### config.mk
export PLATFORM = sky130hd
export DESIGN_NAME = fetch_unit
export DESIGN_NICKNAME = d
export VERILOG_FILES = /design/src/icache_pkg.sv /design/src/fetch_unit.sv
export SDC_FILE = /design/constraint.sdc
export NUM_CORES = 1
export LEC_CHECK = 0
export BUFFER_PORTS_ARGS = -buffer_cell sky130_fd_sc_hd__buf_4
export CORE_ASPECT_RATIO = 0.9
export CORE_MARGIN = 4
export CORE_UTILIZATION = 40
export CTS_BUF_LIST = sky130_fd_sc_hd__clkbuf_4 sky130_fd_sc_hd__clkbuf_8
export DETAILED_ROUTE_END_ITERATION = 12
export GPL_TIMING_DRIVEN = 0
export PLACE_DENSITY = 0.74
export SLEW_MARGIN = 20
export SYNTH_ARGS = -nofsm -noshare
export SYNTH_HDL_FRONTEND = slang
export SYNTH_SLANG_ARGS = --single-unit
### constraint.sdc
create_clock -name wb_clk_i -period 5.41 [get_ports wb_clk_i]
set_clock_uncertainty 0.05 [all_clocks]
set_input_delay 1.082 -clock wb_clk_i [delete_from_list [all_inputs] [get_ports wb_clk_i]]
set_output_delay 1.082 -clock wb_clk_i [all_outputs]
set_load 0.01 [all_outputs]
### src/icache_pkg.sv
// Instruction fetch shared types
package icache_pkg;

   // Byte address width of the instruction bus
   localparam int IWB_AW = 14;

   // Instruction word width
   localparam int INSN_W = 32;

   //////////////////////////////
   // Instruction bus halves

   // Master to slave
   typedef struct packed {
      logic [IWB_AW-1:0] adr;
      logic              stb;
   } iwb_req_t;

   // Slave to master
   typedef struct packed {
      logic [INSN_W-1:0] dat;
      logic              ack;
   } iwb_rsp_t;

   //////////////////////////////
   // Cache refill and program load

   // Byte address, word aligned
   typedef struct packed {
      logic [IWB_AW-1:0] adr;
      logic              en;
   } ram_req_t;

   // Word address here, not byte address
   typedef struct packed {
      logic              we;
      logic [IWB_AW-3:0] adr;
      logic [INSN_W-1:0] dat;
   } prog_wr_t;

   // One fetched instruction with its address
   typedef struct packed {
      logic [IWB_AW-1:0] pc;
      logic [INSN_W-1:0] insn;
   } fetch_out_t;

endpackage
### src/fetch_unit.sv
// Program counter and fetch master
`timescale 1ns/1ps

module fetch_unit
   import icache_pkg::*;
   #(parameter logic [IWB_AW-1:0] RESET_PC = '0)
   (input  logic              wb_clk_i,
    input  logic              wb_rst_i,
    input  logic              run_i,
    input  logic              jump_i,
    input  logic [IWB_AW-1:0] jump_pc_i,
    output iwb_req_t          iwb_req_o,
    input  iwb_rsp_t          iwb_rsp_i,
    output fetch_out_t        insn_o,
    output logic              insn_valid_o,
    input  logic              insn_ready_i);

   logic [IWB_AW-1:0] pc_q;
   logic [IWB_AW-1:0] jump_tgt_q;
   logic [IWB_AW-1:0] jump_dst;
   logic              jump_pend_q;
   logic              jump_now;
   logic              busy_q;
   logic              start;
   logic              stb;
   logic              ack;
   logic              load;
   fetch_out_t        out_q;
   logic              out_valid_q;

   //////////////////////////////
   // Bus request
   assign ack = iwb_rsp_i.ack;
   // New transfer only if the output register is free or draining now
   // A miss then always finds the register empty at its ack
   assign start = run_i & ~busy_q & ~jump_i & (~out_valid_q | insn_ready_i);
   // An unfinished transfer keeps stb up regardless of run or ready
   assign stb = busy_q | start;
   assign iwb_req_o = '{adr: pc_q, stb: stb};

   // Jump target, forced to a word boundary
   assign jump_now = jump_i | jump_pend_q;
   assign jump_dst = jump_i ? {jump_pc_i[IWB_AW-1:2], 2'b00} : jump_tgt_q;
   // Words acked around a jump are dropped
   assign load = ack & ~jump_now;

   always_ff @(posedge wb_clk_i)
   begin
      if (wb_rst_i)
      begin
         pc_q        <= RESET_PC;
         jump_pend_q <= 1'b0;
         busy_q      <= 1'b0;
      end
      else
      begin
         busy_q <= stb & ~ack;
         // Take the target once nothing is left in flight
         if (jump_now && !(stb && !ack))
         begin
            pc_q        <= jump_dst;
            jump_pend_q <= 1'b0;
         end
         else if (jump_i)
            jump_pend_q <= 1'b1;
         else if (ack)
            pc_q <= pc_q + IWB_AW'(4);
      end
   end

   // Target held until the open transfer ends
   always_ff @(posedge wb_clk_i)
   begin
      if (jump_i)
         jump_tgt_q <= {jump_pc_i[IWB_AW-1:2], 2'b00};
   end

   //////////////////////////////
   // Output register
   always_ff @(posedge wb_clk_i)
   begin
      if (wb_rst_i)
         out_valid_q <= 1'b0;
      else if (load)
         out_valid_q <= 1'b1;
      else if (jump_i | insn_ready_i)
         out_valid_q <= 1'b0;
   end

   always_ff @(posedge wb_clk_i)
   begin
      if (load)
         out_q <= '{pc: pc_q, insn: iwb_rsp_i.dat};
   end

   assign insn_o       = out_q;
   assign insn_valid_o = out_valid_q;

   // Wishbone classic, address held while waiting for ack
   a_adr_held : assert property (@(posedge wb_clk_i) disable iff (wb_rst_i)
      iwb_req_o.stb && !ack |=> iwb_req_o.stb && $stable(iwb_req_o.adr));

endmodule

==> metrics.csv <==
metric,value,unit
Hold Crit Class,flop to flop,
worst-margin pin slew,605,ps
I/O Buffers,109,
number of synthesized register bits,77,
Synth Area in Simple Gates,8.35,%
Placer Congestion,0.872,
clk buf depth,2,
CP max FO,10,
GRT Resource Usage Total,15.9,%
num ports,114,
largest family of logic cells by synthesized area,compound AO/OA/AOI/OAI gates,
n_diodes,0,
Sink Count,77,
final wirelength,6.61,mm
multiplexer area fraction after synthesis,5.16,%
Core ar.,6660,µm²
Initial Utilization,41.9,%
CTS root buf,clkbuf_8,
post-synth cell types,43,
crit path DAT,2220,ps
cts bufs inserted,9,
worst ir drop on vdd,164,µV
dpl cells,392,
number of synthesized flops with an enable pin,46,
Ys Warns,0,
Clk pwr share,32.6,%
clock slew at reported path FFs,80,ps
Combinational Power Share,14.1,%
Cells after Synth,192,
# setup viols final,0,
Worst setup SP type,input pin,
pwr dens,333,nW/µm²
Async SR Flop Fraction,0,%
setup ws final,2060,ps
Psw,0.325,mW
ys flop type,edfxtp_1,
fraction of the mapped netlist area in adder cells,0.449,%
fin crit share,61.9,%
Fillers,557,
Synth Net Count,245,
Max transition margin,59.5,%
DRT Pass-1 Iters,4,
Mean Syn Cell Area,14.5,µm²
sequential-to-total area share from yosys stat,71.8,%
Post-Place Setup Slack,2020,ps
HPWL Detailed,4.99,mm
fmax,0.298,GHz
crit path time final,3350,ps
outcome,completed,
# Post-CTS Setup Buffers,0,
initial DRC count,98,
die width,96.0,µm
Slew Limit Fails,0,
Via Count,1964,
Crit Path Class,input pin to output port,
xor/xnor share of the synthesized area,1.89,%
Max-cap violations,0,
number of remaining DRC errors,0,
"Cell Area, Synth",2790,µm²
GRT overflow,0,
# rows,28,
compound-cell area share of the yosys netlist,10.3,%
RSZ-0062 raised after global routing,no,
Seq pwr share,53.3,%
Post-Layout Cell Count,408,
first-pass GRT wire length,9.72,mm
Finished Core Util,59.3,%
Clock Latency Late Sink,350,ps
TritonCTS clock tree,built,
synthesis-to-layout area growth,41.5,%
Routed WL per cell,16.2,µm
final setup TNS,0,ps
Final #Nets,366,
total die area,8370,µm²
CTS resizes,0,
largest net degree at the start of global routing,28,
Post-DRT Antenna Nets,0,
die height,87.2,µm
antenna violations before repair,0,
internal power,0.988,mW
CP Capture Type,output port,
# hold bufs at CTS,0,
layout cells sized above 1,48.1,%
Leakage,1.63,nW
Hold Fails Final Rpt,0,
vias in the first global route,1880,
Sw Ratio,24.8,%
worst path required time,4280,ps
Via density,4.81,
H-tree level count,3,
==> per-layer routing <==
layer / global-route usage (%) / up-vias / routed length, µm
li1: - / 962 / -
met1: 20.3 / 895 / 2800
met2: 24.8 / 98 / 3030
met3: 6.22 / 9 / 722
met4: 5.04 / 0 / 64
met5: 0 / - / 0
==> cells in the final DEF, fill, tap and decap left out, types with 6 or more instances in the layout <==
master and n:
clkbuf_8 9, nand2_1 19, mux2_2 11, a21oi_1 6
nor2_1 8, buf_4 111, dfxtp_1 31, a211oi_1 6
edfxtp_1 46
==> power groups by stage <==
stage / sequential, mW / combinational, mW / clock (mW)
after global placement: 0.714 / 0.179 / 0
after detailed placement: 0.714 / 0.187 / 0
after CTS: 0.700 / 0.187 / 0.437
after floorplan: 0.730 / 0.0625 / 0
final: 0.700 / 0.185 / 0.429
after global routing: 0.706 / 0.200 / 0.471
==> layout make-up <==
| type | instances | area (µm²) | area share (%) |
|---|---|---|---|
| plain buffers | 8 | 41.3 | 1.05 |
| clock buffers | 9 | 124 | 3.14 |
| clock inverters | 7 | 75.1 | 1.90 |
| inverters | 4 | 15.0 | 0.381 |
| multi-input cells | 103 | 737 | 18.7 |
| flip-flops and latches | 77 | 2000 | 50.7 |
| well taps | 90 | 113 | 2.85 |
| repair buffers | 110 | 838 | 21.2 |
==> final timing paths <==
check / startpoint / endpoint / slack [ps] / depth (start not counted)
worst max-delay path: jump_i / iwb_req_o[0] / 2060 / 7
worst min-delay path: pc_q[0] / insn_o[32] / 430 / 0
worst max register to register: jump_pend_q / insn_o[2] / 3330 / 5
worst min register to register: pc_q[0] / insn_o[32] / 430 / 0
==> critical path, cell delays in order <==
cell and delay (ps):
buf_4 90, buf_2 260, inv_1 130, a31oi_1 310, inv_1 80, buf_4 140
buf_4 130
==> state kept, by name, indices dropped and copies added (netlist names) <==
signal,cells
insn_o,46
jump_tgt_q,14
pc_q,14
busy_q,1
insn_valid_o,1
jump_pend_q,1
==> synthesized netlist by cell type (all sizes together), types with 2 or more instances <==
| library cell | n | area (µm²) |
|---|---|---|
| edfxtp | 46 | 1380 |
| dfxtp | 31 | 621 |
| nand2 | 19 | 71.3 |
| mux2 | 11 | 124 |
| nor2 | 10 | 40.0 |
| a211oi | 7 | 57.6 |
| a21oi | 7 | 46.3 |
| buf | 5 | 30.0 |
| inv | 4 | 15.0 |
| nand4 | 4 | 25.0 |
| o21ai | 4 | 23.8 |
| o22ai | 4 | 31.3 |
| xnor2 | 4 | 35.0 |
| and3 | 3 | 18.8 |
| clkbuf | 3 | 11.3 |
| nor2b | 3 | 18.8 |
| nor3 | 3 | 15.0 |
| a2111oi | 2 | 23.8 |
| a311oi | 2 | 17.5 |
| and4 | 2 | 20.0 |
| mux2i | 2 | 20.0 |
| nand2b | 2 | 12.5 |
| o21a | 2 | 22.5 |
| xor2 | 2 | 17.5 |
==> through the flow <==
step                hold WS [ps]  instance area (µm²)  power, mW
floorplan                    393                 2790      0.792
CTS                          420                 3950       1.32
global route                 431                 3950       1.38
global placement             405                 3720      0.893
detailed placement           410                 3750      0.901
finish                       425                 3950       1.31
==> cells by family after synthesis <==
family,Yosys count
DFF,77
and+or+nand+nor,48
AOI/OAI and AO/OA,35
muxes,13
buffers and inverters,12
xor gates and xnor gates,6
adders and majority gates,1
Note: power is estimated with default switching activity, not from simulation.
