**config.mk**
```make
export PLATFORM = sky130hd
export DESIGN_NAME = icache
export DESIGN_NICKNAME = d
export VERILOG_FILES = /design/src/icache_pkg.sv /design/src/icache.sv
export SDC_FILE = /design/constraint.sdc
export NUM_CORES = 2
export LEC_CHECK = 0
export ABC_AREA = 1
export ABC_CLOCK_PERIOD_IN_PS = 7500
export BUFFER_PORTS_ARGS = -buffer_cell sky130_fd_sc_hd__buf_2
export CAP_MARGIN = 20
export CORE_MARGIN = 2
export CORE_UTILIZATION = 35
export DETAILED_ROUTE_END_ITERATION = 10
export SYNTH_ARGS = -nofsm -noshare
export SYNTH_HDL_FRONTEND = slang
export SYNTH_SLANG_ARGS = --single-unit
```
**constraint.sdc**
```tcl
create_clock -name wb_clk_i -period 7.5 [get_ports wb_clk_i]
set_input_delay 0.375 -clock wb_clk_i [delete_from_list [all_inputs] [get_ports wb_clk_i]]
set_output_delay 0.375 -clock wb_clk_i [all_outputs]
set_load 0.05 [all_outputs]
```
**src/icache_pkg.sv**
```systemverilog
// Instruction fetch shared types
package icache_pkg;

   // Byte address width of the instruction bus
   localparam int IWB_AW = 14;

   // Instruction word width
   localparam int INSN_W = 32;

   //////////////////////////////
   // Instruction bus halves

   // Master to slave
   typedef struct packed {
      logic [IWB_AW-1:0] adr;
      logic              stb;
   } iwb_req_t;

   // Slave to master
   typedef struct packed {
      logic [INSN_W-1:0] dat;
      logic              ack;
   } iwb_rsp_t;

   //////////////////////////////
   // Cache refill and program load

   // Byte address, word aligned
   typedef struct packed {
      logic [IWB_AW-1:0] adr;
      logic              en;
   } ram_req_t;

   // Word address here, not byte address
   typedef struct packed {
      logic              we;
      logic [IWB_AW-3:0] adr;
      logic [INSN_W-1:0] dat;
   } prog_wr_t;

   // One fetched instruction with its address
   typedef struct packed {
      logic [IWB_AW-1:0] pc;
      logic [INSN_W-1:0] insn;
   } fetch_out_t;

endpackage
```
**src/icache.sv**
```systemverilog
// Direct-mapped instruction cache
`timescale 1ns/1ps

module icache
   import icache_pkg::*;
   #(parameter int CWIDTH = 6)
   (input  logic              wb_clk_i,
    input  logic              wb_rst_i,
    input  iwb_req_t          iwb_req_i,
    output iwb_rsp_t          iwb_rsp_o,
    output ram_req_t          ram_req_o,
    input  logic [INSN_W-1:0] ram_dat_i,
    input  logic              flush_i);

   localparam int NLINES = 1 << CWIDTH;
   localparam int TAGW   = IWB_AW - CWIDTH - 2;

   // Line storage
   logic [INSN_W-1:0] data_mem [NLINES];
   logic [TAGW-1:0]   tag_mem  [NLINES];
   logic [NLINES-1:0] valid_q;

   logic [CWIDTH-1:0] line;
   logic [TAGW-1:0]   tag;
   logic              hit;
   logic              fwd_ok;
   logic              ack;
   logic              store;
   logic              stb_d1;
   logic              ack_d1;

   //////////////////////////////
   // Lookup
   // Index just above the byte offset
   // Tag is the rest of the address
   assign line = iwb_req_i.adr[CWIDTH+1:2];
   assign tag  = iwb_req_i.adr[IWB_AW-1:CWIDTH+2];
   assign hit  = valid_q[line] & (tag_mem[line] == tag);

   //////////////////////////////
   // Ack and forwarding
   // RAM word is ready one cycle after stb
   // Previous ack blocks a second one for the same address
   assign fwd_ok = stb_d1 & ~ack_d1;
   assign ack    = iwb_req_i.stb & (hit | fwd_ok);
   // Miss data comes straight from RAM
   assign iwb_rsp_o = '{dat: hit ? data_mem[line] : ram_dat_i, ack: ack};

   // RAM always follows the bus address on the single port
   assign ram_req_o = '{adr: iwb_req_i.adr, en: iwb_req_i.stb};

   // Refill the line in the same cycle the forwarded word is acked
   assign store = iwb_req_i.stb & fwd_ok;

   //////////////////////////////
   // Arrays
   always_ff @(posedge wb_clk_i)
   begin
      if (wb_rst_i | flush_i)
         valid_q <= '0;
      else if (store)
         valid_q[line] <= 1'b1;
   end

   always_ff @(posedge wb_clk_i)
   begin
      if (store)
      begin
         data_mem[line] <= ram_dat_i;
         tag_mem[line]  <= tag;
      end
   end

   // One cycle history for the RAM latency
   always_ff @(posedge wb_clk_i)
   begin
      if (wb_rst_i)
      begin
         stb_d1 <= 1'b0;
         ack_d1 <= 1'b0;
      end
      else
      begin
         stb_d1 <= iwb_req_i.stb;
         ack_d1 <= ack;
      end
   end

   // Ack only under stb
   // A forwarded word must belong to the address held from the cycle before
   a_ack_stb : assert property (@(posedge wb_clk_i) disable iff (wb_rst_i)
      iwb_rsp_o.ack |-> iwb_req_i.stb && (hit || $stable(iwb_req_i.adr)));

   // Held miss gets exactly one forwarded ack
   a_no_double : assert property (@(posedge wb_clk_i) disable iff (wb_rst_i)
      ack && !hit |=> !(ack && !hit && $stable(iwb_req_i.adr)));

endmodule

```
==> impl_metrics.tcl <==
set metrics [dict create \
    final-seq-area_um2 74400 \
    synthToLayoutAreaGrowth_pct 14.0 \
    grt.total_usage_pct 21.8 \
    antenna_found_initial 14 \
    cts_num_sinks 2498 \
    cp-start-kind "input port" \
    first_global_vias 57579 \
    vias 60636 \
    grt_max_degree 148 \
    fillers 24743 \
    clk_path_buf_depth 3 \
    clkLatencyLatePin_ps 890 \
    synth_top_area_share_pct 76.6 \
    yosys.area.top_type "edfxtp_1" \
    setup_viol 0 \
    rsz0062_at_grt "no" \
    stdcell_count 11055 \
    finalMaxSlewViolations 0 \
    crit_path_start "iwb_req_i[3]" \
    grt_pass1_wl_mm 433 \
    nets 7335 \
    fmax_mhz 181 \
    cts_inserted_buffers 239 \
    wire_per_inst_um 28.0 \
    multi_input_area_um2 18600 \
    dp.cells 10605 \
    finalCritPeriodShare_pct 73.7 \
    clk_pin_slew_worst_paths_ps 70 \
    ir_drop_v 0.000286 \
    totalPowerFinal_w 0.0283 \
    die_y_um 526 \
    pwr_density_cell_nw_per_um2 260 \
    cp.arrival_ps 5150 \
    ys_top_cells_by_area "edfxtp_1 77%, nand2_1 8.2%, a22oi_1 2.3%" \
    rows 191 \
    fp.dieArea_um2 276000 \
    antenna_left 0 \
    min_period_ps 5530 \
    power_leakage_nw 37.2 \
    synth-seq-area-share_pct 78.0 \
    drt_first_pass_iters 6 \
    chipWidth_um 526 \
    avgSynthCellArea_um2 13.4 \
    drive_above_1_share_pct 9.80 \
    initial_utilization_pct 35.2 \
    grt_remaining_overflow 0 \
    yosysWarnings 0 \
    reg2reg_to "data_mem[5][31]$_DFFE_PP_" \
    maxCapViolCount 0 \
    ys_types 34 \
    syn_inst 7109 \
    clockRootBuffer "clkbuf_16" \
    worstPathRequired_ps 7120 \
    first_iter_violations 8709 \
    end_kind "output pin" \
    cts-resized-gates 0 \
    boundaryPins 98 \
    crit_fanout 130 \
    fin_worst_skew_ps 36.6 \
    cts_setup_buffers 0 \
    hold_viol_final 0 \
    numPortBuffers 93 \
    vias_per_cell 5.48 \
    status "finished, final reports clean" \
    worstSetupEndpoint "iwb_rsp_o[1]" \
    tightest_slew_ps 1200 \
    tns_ps 0 \
    reg2reg_setup_slack_ps 3710 \
    ys_seq_elements 2498 \
    place_hpwl_mm 162 \
    drc_errors 0 \
    drt_wl_total_mm 310 \
    hold_ws_ps 58.7 \
    cts.htree.levels 4 \
    r2r_cells 8 \
    gp_congestion 0.823 \
    setup.worst_path.class "input port to output pin" \
    hold_buffers 6 \
    syn_area_um2 95300 \
    synthesis.nets 7159 \
    cts_tree "built" \
    coreArea_um2 271000 \
    hp-class "input port to flop" \
    reg2reg_from "ack_d1$_SDFF_PP0_" \
    timing.slew.headroom_pct 20.0 \
]
## critical path, cell delays in order
cell	delay (ps)
buf_8	440
inv_4	420
buf_4	400
nor2_4	200
buf_12	590
buf_12	540
a22oi_1	220
nand3_1	130
o21ai_0	130
nand2_1	130
nor2_1	50
nand2_1	160
nand4_1	130
nand2_1	350
buf_2	340
## per-stage QoR
stage / utilization [%] / area, µm² / worst slack (ps)
3_5_place_dp: 37.3 / 101000 / 2120
6_report: 40.1 / 109000 / 1970
2_1_floorplan: - / 95300 / 3740
5_1_grt: 40.1 / 109000 / 1930
3_3_place_gp: 37.3 / 101000 / 2140
4_1_cts: 40.1 / 109000 / 2110
## routing by layer
layer  up-vias  global-route usage, %  routed length, µm
li1      25790                      -                  -
met1     30527                   29.2             120000
met2      3694                   35.2             144000
met3       619                   4.26              33500
met4         6                   8.39              12300
met5         -                      0                 36
## where the power goes
group / total (W) / internal (W) / switching [W]
clock network: 0.0117 / 0.00646 / 0.00521
registers: 0.0153 / 0.0153 / 0.00000370
logic: 0.00131 / 0.000289 / 0.00102
total: 0.0283 / 0.0221 / 0.00623
## Yosys cell counts
| library cell | count |
|---|---|
| edfxtp_1 | 2432 |
| nand2_1 | 2077 |
| nor2_1 | 499 |
| inv_1 | 325 |
| a22oi_1 | 298 |
| nand4_1 | 289 |
| nand3_1 | 246 |
| o21ai_0 | 234 |
| buf_2 | 193 |
| clkbuf_1 | 133 |
| a22o_1 | 77 |
| dfxtp_1 | 66 |
| o21ai_1 | 44 |
| a21oi_1 | 36 |
| or2_2 | 32 |
| o211ai_1 | 25 |
| buf_4 | 19 |
| nand3b_1 | 18 |
| a211oi_1 | 17 |
| buf_1 | 16 |
| nor3_1 | 10 |
| clkinv_1 | 3 |
| nor2_2 | 3 |
| o31ai_1 | 3 |
| or2_0 | 3 |
| nor2_4 | 2 |
| o2111ai_1 | 2 |
| a21oi_2 | 1 |
| a221oi_1 | 1 |
| clkbuf_2 | 1 |
| inv_2 | 1 |
| inv_4 | 1 |
| nand3_2 | 1 |
| o21ba_2 | 1 |
## how the worst min path moves through the flow
stage,from,to,slack (ps),depth (start not counted)
after detailed placement,valid_q[18]$_SDFFE_PP0P_,valid_q[18]$_SDFFE_PP0P_,460,2
after floorplan,valid_q[10]$_SDFFE_PP0P_,valid_q[10]$_SDFFE_PP0P_,430,2
final,ram_dat_i[1],data_mem[59][1]$_DFFE_PP_,60,2
after global placement,valid_q[6]$_SDFFE_PP0P_,valid_q[6]$_SDFFE_PP0P_,440,2
after global routing,ram_dat_i[1],data_mem[59][1]$_DFFE_PP_,30,2
after CTS,iwb_req_i[9],tag_mem[31][0]$_DFFE_PP_,60,1
## sequential cells by signal, indices dropped and copies added (netlist names)
register  flops
ack_d1        1
data_mem   2048
stb_d1        1
tag_mem     384
valid_q      64
## cell usage in the layout (no fill, tap or decap), drive strengths merged, types with 117 or more instances in the layout
| cell type | instances |
|---|---|
| clkinv | 117 |
| nand4 | 289 |
| buf | 290 |
| a22oi | 298 |
| clkbuf | 299 |
| nor2 | 504 |
| edfxtp | 2432 |
| o21ai | 278 |
| nand3 | 247 |
| inv | 332 |
| nand2 | 2077 |
## cell families after synthesis
family	after synthesis	synth area share, %
AND/OR/NAND/NOR	3180	13.8
flip-flops	2498	78.0
AO/OA/AOI/OAI	739	5.11
buffers and inverters	692	3.06
## final cells by class
cell class | instances | share of cell area, %
Inverter | 330 | 1.16
Clock inverter | 139 | 1.12
Tap cell | 3570 | 4.11
Sequential cell | 2498 | 68.4
Antenna cell | 3 | 0.00691
Multi-Input combinational cell | 3919 | 17.1
Timing Repair Buffer | 297 | 2.27
Clock buffer | 299 | 5.78
Note: power is estimated with default switching activity, not from simulation.
